===== src/verilog/uart_pkg.sv =====
package uart_pkg;

    localparam int data_w = 8;
    localparam int cbp_w = 16;
    localparam int idx_w = $clog2(data_w);   // bit index inside a frame

    localparam logic [idx_w-1:0] last_idx = idx_w'(data_w - 1);

    // frame position, shared by receiver and transmitter
    typedef enum logic [1:0] {
        line_idle,
        line_start,
        line_data,
        line_stop
    } line_state_t;

    typedef enum logic {
        stop_one,
        stop_two
    } stop_bits_t;

    typedef struct packed {
        logic [cbp_w-1:0] cbp;               // clocks per bit minus one
        stop_bits_t       stop_bits;
    } uart_cfg_t;

    typedef struct packed {
        logic [data_w-1:0] rx_data;
        logic              rx_ready;         // a byte is held
        logic              overrun;
        logic              frame_err;
        logic              tx_busy;
        logic              tx_done;          // sticky until next start
    } uart_status_t;

endpackage


===== src/verilog/uart_rx.sv =====
module uart_rx (
    input  logic                        clk_i,
    input  logic                        rst_i,
    input  uart_pkg::uart_cfg_t         cfg_i,
    input  logic                        rx_i,
    output logic [uart_pkg::data_w-1:0] rx_byte_o,
    output logic                        rx_done_o,
    output logic                        rx_bad_stop_o
);

    logic                        rx_meta;
    logic                        rx_sync;
    logic                        rx_prev;
    logic                        fall;
    logic                        tick;
    logic [uart_pkg::cbp_w-1:0]  cnt_q;
    logic [uart_pkg::idx_w-1:0]  idx_q;
    logic [uart_pkg::data_w-1:0] shift_q;
    uart_pkg::line_state_t       state_q;

    // two-flop synchronizer plus one more stage for edge detection
    always_ff @(posedge clk_i) begin
        if (rst_i) begin
            rx_meta <= 1'b1;
            rx_sync <= 1'b1;
            rx_prev <= 1'b1;
        end else begin
            rx_meta <= rx_i;
            rx_sync <= rx_meta;
            rx_prev <= rx_sync;
        end
    end

    assign fall = rx_prev & ~rx_sync;
    assign tick = (cnt_q == cfg_i.cbp);

    // preload in idle puts every tick at mid-bit
    always_ff @(posedge clk_i) begin
        if (rst_i) begin
            cnt_q <= '0;
        end else if (state_q == uart_pkg::line_idle) begin
            cnt_q <= cfg_i.cbp >> 1;
        end else if (tick) begin
            cnt_q <= '0;
        end else begin
            cnt_q <= cnt_q + 1'b1;
        end
    end

    always_ff @(posedge clk_i) begin
        if (rst_i) begin
            state_q   <= uart_pkg::line_idle;
            idx_q     <= '0;
            rx_done_o <= 1'b0;
        end else begin
            rx_done_o <= 1'b0;
            case (state_q)
                uart_pkg::line_idle: begin
                    if (fall) begin
                        state_q <= uart_pkg::line_start;
                    end
                end
                uart_pkg::line_start: begin
                    if (tick) begin
                        // glitch shorter than half a bit goes back to idle
                        state_q <= rx_sync ? uart_pkg::line_idle : uart_pkg::line_data;
                        idx_q   <= '0;
                    end
                end
                uart_pkg::line_data: begin
                    if (tick) begin
                        idx_q <= idx_q + 1'b1;
                        if (idx_q == uart_pkg::last_idx) begin
                            state_q <= uart_pkg::line_stop;
                        end
                    end
                end
                uart_pkg::line_stop: begin
                    if (tick) begin
                        state_q   <= uart_pkg::line_idle;
                        rx_done_o <= 1'b1;
                    end
                end
                default: state_q <= uart_pkg::line_idle;
            endcase
        end
    end

    // payload, lsb arrives first
    always_ff @(posedge clk_i) begin
        if (state_q == uart_pkg::line_data && tick) begin
            shift_q <= {rx_sync, shift_q[uart_pkg::data_w-1:1]};
        end
        if (state_q == uart_pkg::line_stop && tick) begin
            rx_byte_o     <= shift_q;
            rx_bad_stop_o <= ~rx_sync;   // stop bit must be high
        end
    end

endmodule


===== src/verilog/uart_tx.sv =====
module uart_tx (
    input  logic                        clk_i,
    input  logic                        rst_i,
    input  uart_pkg::uart_cfg_t         cfg_i,
    input  logic                        tx_start_i,
    input  logic [uart_pkg::data_w-1:0] tx_data_i,
    output logic                        tx_o,
    output logic                        tx_busy_o,
    output logic                        tx_end_o
);

    uart_pkg::line_state_t       state_q;
    logic [uart_pkg::cbp_w-1:0]  cnt_q;
    logic [uart_pkg::idx_w-1:0]  idx_q;
    logic [uart_pkg::data_w-1:0] shift_q;
    logic                        tick;
    logic                        start_ok;
    logic                        last_stop;

    assign tick      = (cnt_q == cfg_i.cbp);
    assign start_ok  = tx_start_i && (state_q == uart_pkg::line_idle);
    assign last_stop = (cfg_i.stop_bits == uart_pkg::stop_one) || idx_q[0];

    assign tx_busy_o = (state_q != uart_pkg::line_idle);
    // last cycle of the last stop bit, idle follows
    assign tx_end_o  = (state_q == uart_pkg::line_stop) && tick && last_stop;

    always_ff @(posedge clk_i) begin
        if (rst_i) begin
            cnt_q <= '0;
        end else if (state_q == uart_pkg::line_idle || tick) begin
            cnt_q <= '0;
        end else begin
            cnt_q <= cnt_q + 1'b1;
        end
    end

    always_ff @(posedge clk_i) begin
        if (start_ok) begin
            shift_q <= tx_data_i;
        end else if (state_q == uart_pkg::line_data && tick) begin
            shift_q <= shift_q >> 1;
        end
    end

    always_ff @(posedge clk_i) begin
        if (rst_i) begin
            state_q <= uart_pkg::line_idle;
            idx_q   <= '0;
            tx_o    <= 1'b1;
        end else begin
            case (state_q)
                uart_pkg::line_idle: begin
                    if (tx_start_i) begin
                        state_q <= uart_pkg::line_start;
                        tx_o    <= 1'b0;         // start bit
                    end
                end
                uart_pkg::line_start: begin
                    if (tick) begin
                        state_q <= uart_pkg::line_data;
                        idx_q   <= '0;
                        tx_o    <= shift_q[0];
                    end
                end
                uart_pkg::line_data: begin
                    if (tick) begin
                        if (idx_q == uart_pkg::last_idx) begin
                            state_q <= uart_pkg::line_stop;
                            idx_q   <= '0;       // reused as stop bit count
                            tx_o    <= 1'b1;
                        end else begin
                            idx_q <= idx_q + 1'b1;
                            tx_o  <= shift_q[1]; // shift happens on this edge
                        end
                    end
                end
                uart_pkg::line_stop: begin
                    if (tick) begin
                        if (last_stop) begin
                            state_q <= uart_pkg::line_idle;
                        end else begin
                            idx_q <= idx_q + 1'b1;
                        end
                    end
                end
                default: begin
                    state_q <= uart_pkg::line_idle;
                    tx_o    <= 1'b1;
                end
            endcase
        end
    end

endmodule


===== src/verilog/uart_status.sv =====
module uart_status (
    input  logic                        clk_i,
    input  logic                        rst_i,
    input  logic [uart_pkg::data_w-1:0] rx_byte_i,
    input  logic                        rx_done_i,
    input  logic                        rx_bad_stop_i,
    input  logic                        rx_read_i,
    input  logic                        tx_busy_i,
    input  logic                        tx_end_i,
    input  logic                        tx_start_i,
    output uart_pkg::uart_status_t      status_o,
    output logic                        irq_o
);

    logic [uart_pkg::data_w-1:0] rx_data_q;
    logic                        rx_ready_q;
    logic                        overrun_q;
    logic                        frame_err_q;
    logic                        tx_done_q;

    // one-entry holding register, overwritten without back-pressure
    always_ff @(posedge clk_i) begin
        if (rx_done_i) begin
            rx_data_q <= rx_byte_i;
        end
    end

    always_ff @(posedge clk_i) begin
        if (rst_i) begin
            rx_ready_q  <= 1'b0;
            overrun_q   <= 1'b0;
            frame_err_q <= 1'b0;
            tx_done_q   <= 1'b0;
        end else begin
            if (rx_read_i) begin
                rx_ready_q  <= 1'b0;
                overrun_q   <= 1'b0;
                frame_err_q <= 1'b0;
            end
            if (rx_done_i) begin
                rx_ready_q <= 1'b1;
                if (rx_ready_q && !rx_read_i) begin
                    overrun_q <= 1'b1;  // old byte lost
                end
                if (rx_bad_stop_i) begin
                    frame_err_q <= 1'b1;
                end
            end
            if (tx_end_i) begin
                tx_done_q <= 1'b1;
            end else if (tx_start_i && !tx_busy_i) begin
                tx_done_q <= 1'b0;      // only an accepted start clears it
            end
        end
    end

    always_comb begin
        status_o.rx_data   = rx_data_q;
        status_o.rx_ready  = rx_ready_q;
        status_o.overrun   = overrun_q;
        status_o.frame_err = frame_err_q;
        status_o.tx_busy   = tx_busy_i;
        status_o.tx_done   = tx_done_q;
    end

    assign irq_o = rx_ready_q | frame_err_q;

endmodule


===== src/verilog/uart_top.sv =====
module uart_top (
    input  logic                        clk_i,
    input  logic                        rst_i,
    input  uart_pkg::uart_cfg_t         cfg_i,
    input  logic                        tx_start_i,
    input  logic [uart_pkg::data_w-1:0] tx_data_i,
    input  logic                        rx_read_i,
    input  logic                        rx_i,
    output logic                        tx_o,
    output uart_pkg::uart_status_t      status_o,
    output logic                        irq_o
);

    logic [uart_pkg::data_w-1:0] rx_byte;
    logic                        rx_done;
    logic                        rx_bad_stop;
    logic                        tx_busy;
    logic                        tx_end;

    // receiver and transmitter share the bit period from cfg_i
    uart_rx u_rx (
        .clk_i         (clk_i),
        .rst_i         (rst_i),
        .cfg_i         (cfg_i),
        .rx_i          (rx_i),
        .rx_byte_o     (rx_byte),
        .rx_done_o     (rx_done),
        .rx_bad_stop_o (rx_bad_stop)
    );

    uart_tx u_tx (
        .clk_i      (clk_i),
        .rst_i      (rst_i),
        .cfg_i      (cfg_i),
        .tx_start_i (tx_start_i),
        .tx_data_i  (tx_data_i),
        .tx_o       (tx_o),
        .tx_busy_o  (tx_busy),
        .tx_end_o   (tx_end)
    );

    uart_status u_status (
        .clk_i         (clk_i),
        .rst_i         (rst_i),
        .rx_byte_i     (rx_byte),
        .rx_done_i     (rx_done),
        .rx_bad_stop_i (rx_bad_stop),
        .rx_read_i     (rx_read_i),
        .tx_busy_i     (tx_busy),
        .tx_end_i      (tx_end),
        .tx_start_i    (tx_start_i),
        .status_o      (status_o),
        .irq_o         (irq_o)
    );

endmodule


===== config.mk =====
export PLATFORM = sky130hd
export DESIGN_NAME = uart_top
export DESIGN_NICKNAME = d
export VERILOG_FILES = /design/src/verilog/uart_pkg.sv /design/src/verilog/uart_rx.sv /design/src/verilog/uart_tx.sv /design/src/verilog/uart_status.sv /design/src/verilog/uart_top.sv
export SDC_FILE = /design/constraint.sdc
export NUM_CORES = 1
export LEC_CHECK = 0
export BUFFER_PORTS_ARGS = -buffer_cell sky130_fd_sc_hd__buf_2
export CORE_ASPECT_RATIO = 1.2
export CORE_UTILIZATION = 50
export DETAILED_ROUTE_END_ITERATION = 6
export PLACE_DENSITY = 0.7
export SLEW_MARGIN = 20
export SYNTH_ARGS = -nofsm -noshare
export SYNTH_HDL_FRONTEND = slang
export SYNTH_HIERARCHICAL = 1
export SYNTH_SLANG_ARGS = --single-unit

===== constraint.sdc =====
create_clock -name clk_i -period 5.83 [get_ports clk_i]
set_input_delay 0.583 -clock clk_i [delete_from_list [all_inputs] [get_ports clk_i]]
set_output_delay 0.583 -clock clk_i [all_outputs]
set_load 0.005 [all_outputs]

# Word level (Yosys, flattened, before mapping)

Cells that the tools add are included.
W data, S select, Z words.

Bitwise logic cells: 5
Reduce and logical (&&, ||, !) cells: 29
Equal/unequal tests: 22
Add/subtract/negate cells: 4
Mux-type cells: 43

Operator list:

| operator                | number |
|---|---|
| $add A16 B1 Y16 const B | 2 |
| $eq A16 B16 Y1          | 2 |
| $mux W15                | 2 |
| $mux W2                 | 12 |
| $mux W3                 | 7 |
| $ne A2 B1 Y1 const B    | 9 |
| $mux W8                 | 2 |
| $pmux W2 S4             | 2 |
| $mux W1                 | 15 |
| $reduce_and A5 Y1       | 2 |
| $reduce_bool A2 Y1      | 5 |
| $pmux W3 S3             | 1 |
| $eq A2 B2 Y1 const B    | 4 |
| $logic_and A1 B1 Y1     | 8 |
| $add A3 B1 Y3 const B   | 2 |
| $eq A3 B3 Y1 const B    | 2 |
| $ne A2 B2 Y1 const B    | 3 |
| $pmux W3 S2             | 1 |
| $reduce_and A6 Y1       | 1 |
| $reduce_bool A3 Y1      | 2 |
| $eq A2 B1 Y1 const B    | 2 |
| $logic_not A2 Y1        | 2 |
| $reduce_and A4 Y1       | 1 |
| $reduce_or A2 Y1        | 2 |
| 8 further kinds         | 12 |

Flip-flop bits (word level): 84
Output and inout port bits: 15
Input bits: 30

# Depth between registers and ports, before layout

Depth after elaboration: 5
Mapped depth: 8
Depth with buffers taken out: 7

# Modules after synthesis

The synthesis kept the hierarchy.

Modules (own cells, without submodules):

| module      | seq. area each (µm²) | cells an instance | instances | area an instance (µm²) |
|---|---|---|---|---|
| uart_rx     | 1011.0               | 173               | 1         | 1895.6 |
| uart_tx     | 680.7                | 177               | 1         | 1707.9 |
| uart_status | 320.3                | 29                | 1         | 430.4 |

# Worst setup path before layout

Ideal clock, no wire load.

Path type: input -> register
Start: input cfg_i[8] (netlist bit)
End: register u_rx/shift_q[0] (netlist bit), enable pin
Cell stages on the path: 4
Arrival: 1.814 ns
Slack: 3.643 ns
Path through: xnor2_1 > nand4_1 > nor4_4 > nor2b_1

Cells in the longest elaborated chain, start to end: 2

RTL lines:

| item                 | RTL line      | RTL |
|---|---|---|
| from (decl)          | uart_top.sv:4 | `input uart_pkg::uart_cfg_t cfg_i,` |
| $eq A16 B16 Y1       | uart_rx.sv:35 | `assign tick = (cnt_q == cfg_i.cbp);` |
| $logic_and A1 B1 Y1  | uart_rx.sv:91 | `if (state_q == uart_pkg::line_data && tick) begin` |
| to (signal assigned) | uart_rx.sv:92 | `shift_q <= {rx_sync, shift_q[uart_pkg::data_w-1:1]};` |
| to (decl)            | uart_rx.sv:18 | `logic [uart_pkg::data_w-1:0] shift_q;` |

Every way passes these cells.
A chain may end at the register's enable or synchronous reset.

# Worst setup path in the final report

Start: register u_rx/cnt_q[7] (netlist bit)
End: register u_rx/cnt_q[10] (netlist bit)

Cells in the longest elaborated chain, start to end: 3

RTL lines:

| item                                              | RTL line                     | RTL |
|---|---|---|
| from (decl)                                       | uart_rx.sv:16                | `logic [uart_pkg::cbp_w-1:0] cnt_q;` |
| from (signal assigned)                            | uart_rx.sv:42                | `cnt_q <= cfg_i.cbp >> 1;` |
| from (signal assigned)                            | uart_rx.sv:46                | `cnt_q <= cnt_q + 1'b1;` |
| $add A16 B1 Y16 or $eq A16 B16 Y1 (tied branches) | uart_rx.sv:46, uart_rx.sv:35 |  |
| $mux W15 (*)                                      | uart_rx.sv:43                | `end else if (tick) begin` |
| $mux W15 (*)                                      | uart_rx.sv:41                | `end else if (state_q == uart_pkg::line_idle) begin` |

Every way passes the cells marked *; elsewhere a longest branch is shown, timed or not.

==> results.toml <==
[status]
status = "finished, violations left"
violations = "design-rule violations"

[synthesis]
synth_area_leaders = "dfxtp_1, edfxtp_1, xnor2_1"
synth_edf_count = 33
syn-cell-area_sq_um = 4034
synth_top_family_by_area = "simple AND/OR/NAND/NOR gates"
synth-xor-area-share_pct = 13.21
syn_inst = 379
synthAdderAreaFrac_pct = 3.722
ys_async_sr_fraction_pct = 0
ys_seq_elements = 84
synth_compound_area_share_pct = 7.196
syn_area_per_cell_sq_um = 10.64
yosysUniqueCellTypes = 47
synth_mux_area_share_pct = 2.699
yosys.area.top_type = "dfxtp_1"
yosysWarnings = 6
synth_fp_nets = 421
ys_seq_area_share_pct = 49.88
synth_simple_gate_area_share_pct = 18.80
synth_top_area_share_pct = 25.31
synth_ff_type = "dfxtp_1"

[floorplan]
fp-row-count = 35
die-area_sq_um = 8433
num_io_pins = 45
core_area_sq_um = 7751
die_w_um = 84.00
die_h_um = 100.4
start_util_pct = 52.04

[timing]
finalClockSkew_ns = 0.009823
tns_ns = 0
fin_crit_sh_pct = 40.59
clock.fmax_mhz = 422.6
tightest_slew_ns = 0.7252
hold_viol = 0
setup_ws_ns = 3.464
slew-limit-headroom_pct = 51.65
period_minus_slack_ns = 2.366
rsz0062_at_grt = "false"
slew_viol_final = 0
finalSetupViolCount = 0

[worst_setup_path]
required_ns = 6.05
critical-path-slowest-cell = "or3_1"
path_buf_inv = 0
path_delay_family = "simple AND/OR/NAND/NOR gates"
start_kind = "flop"
crit_fanout = 16
cp-end-kind = "flop"
crit_type = "reg2reg"
arrival_ns = 2.59
crit_chain = "xnor2_1 -> nand4_1 -> nor4_4 -> or3_1 -> o21ai_0"
max_stage_delay_ns = 0.67

[pwr]
total_power_uw = 1418
powerDensity_nw_per_um2 = 318.4
p_leak_uw = 0.001611
ir_drop_mv = 0.1458

[place]
place_inst = 502
dpl.hpwl_um = 5303
gp_congestion = 0.8799
io_buffers = 44
pre_cts_ws_ns = 3.202

[clocking]
path_clk_slew_ns = 0.09
cts_tree = "built"
clkLatencyLatePin_ns = 0.36
cts.repair.resized = 0
cts_max_path_buffers = 2
cts_hold_buf = 0
cts-htree-levels = 3
post-cts-setup-buffer-count = 0
cts_sinks = 84
cts_buffers = 9
cts-root-buf = "clkbuf_8"

[drt]
routed_wl_um = 7414
vias = 2813
firstDrtPassIters = 6
ant_nets = 0
via_per_inst = 5.431
wire_per_inst_um = 14.31
dr.first_iter.drc_count = 148
drc = 10

[layout]
diodes = 0
fin_util_pct = 57.45
final_cells = 518
final_cell_mix = "dfxtp_1, buf_2, xnor2_1"
layout_commonest_cell = "dfxtp_1"
drive_gt1_share_pct = 21.36
area_growth_pct = 10.39
final_nets = 463

[global_routing]
grt_pass1_vias = 2594
grt_overflow = 0
grt_pass1_wl_um = 11970
grt_max_degree = 25
grt_antenna_before_repair = 0
gr-usage-all-layers_pct = 18.48

[worst_hold_path]
min_path_type = "in2reg"

[job]
cap_viol_max_count = 0
## sequential cells by signal (all words and copies together) (netlist names), 2 cells and up, named ones only
signal,cells
u_rx/cnt_q,16
u_rx/idx_q,3
u_rx/rx_byte_o,8
u_rx/shift_q,8
u_status/rx_data_q,8
u_tx/cnt_q,16
u_tx/idx_q,3
u_tx/shift_q,8
u_tx/state_q,2
## power breakdown
| part | total (uW) | internal, uW | switching, uW |
|---|---|---|---|
| logic | 283 | 120 | 163 |
| clock network | 443 | 210 | 233 |
| registers | 692 | 660 | 32.2 |
| total | 1420 | 990 | 428 |
## final timing paths
kind / startpoint / to / slack, ns / cells past startpoint
setup / recovery: u_rx/cnt_q[7] / u_rx/cnt_q[10] / 3.46 / 5
hold / removal: rx_read_i / u_status/overrun_q / 0.40 / 2
setup reg to reg: u_rx/cnt_q[7] / u_rx/cnt_q[10] / 3.46 / 5
hold reg to reg: u_rx/rx_meta / u_rx/rx_sync / 0.42 / 1
## cell families (layout without fill, tap and decap cells)
| logic type | Yosys count | count (layout) |
|---|---|---|
| simple gates | 145 | 145 |
| flops | 84 | 84 |
| xor+xnor | 60 | 60 |
| compound gates | 42 | 42 |
| buf+inv | 26 | 73 |
| fa+ha+maj | 12 | 12 |
| mux | 10 | 10 |
## per-stage QoR
stage               cell area [sq um]  hold WS (ns)
floorplan                        4034        0.3895
global placement                 4240        0.3930
detailed placement               4240        0.3992
CTS                              4453        0.3867
global route                     4453        0.3904
finish                           4453        0.3998
## metal layers
| layer | track usage, % | part of all wire, % | vias to the layer above |
|---|---|---|---|
| li1 | - | - | 1398 |
| met1 | 21.79 | 44 | 1324 |
| met2 | 31.90 | 49 | 77 |
| met3 | 3.783 | 4.8 | 14 |
| met4 | 9.682 | 2.5 | 0 |
| met5 | 0 | 0 | - |
## cells in the mapped netlist (all sizes together) (7+ instances only)
| master | n |
|---|---|
| ha | 12 |
| inv | 12 |
| buf | 12 |
| mux2 | 7 |
| xor2 | 15 |
| edfxtp | 33 |
| nand3 | 11 |
| dfxtp | 51 |
| nor2 | 32 |
| o21ai | 26 |
| nor3 | 11 |
| nand2 | 40 |
| xnor2 | 45 |
| nand4 | 16 |
## area by class of cell
type	count	area, sq um
fillers	691	3298
flip-flops and latches	84	2012
multi-input cells	269	1841
repair buffers	45	227.7
clock buffers	9	123.9
well taps	92	115.1
clock inverters	7	88.84
inverters	12	45.04
Note: power is estimated with default switching activity, not from simulation.
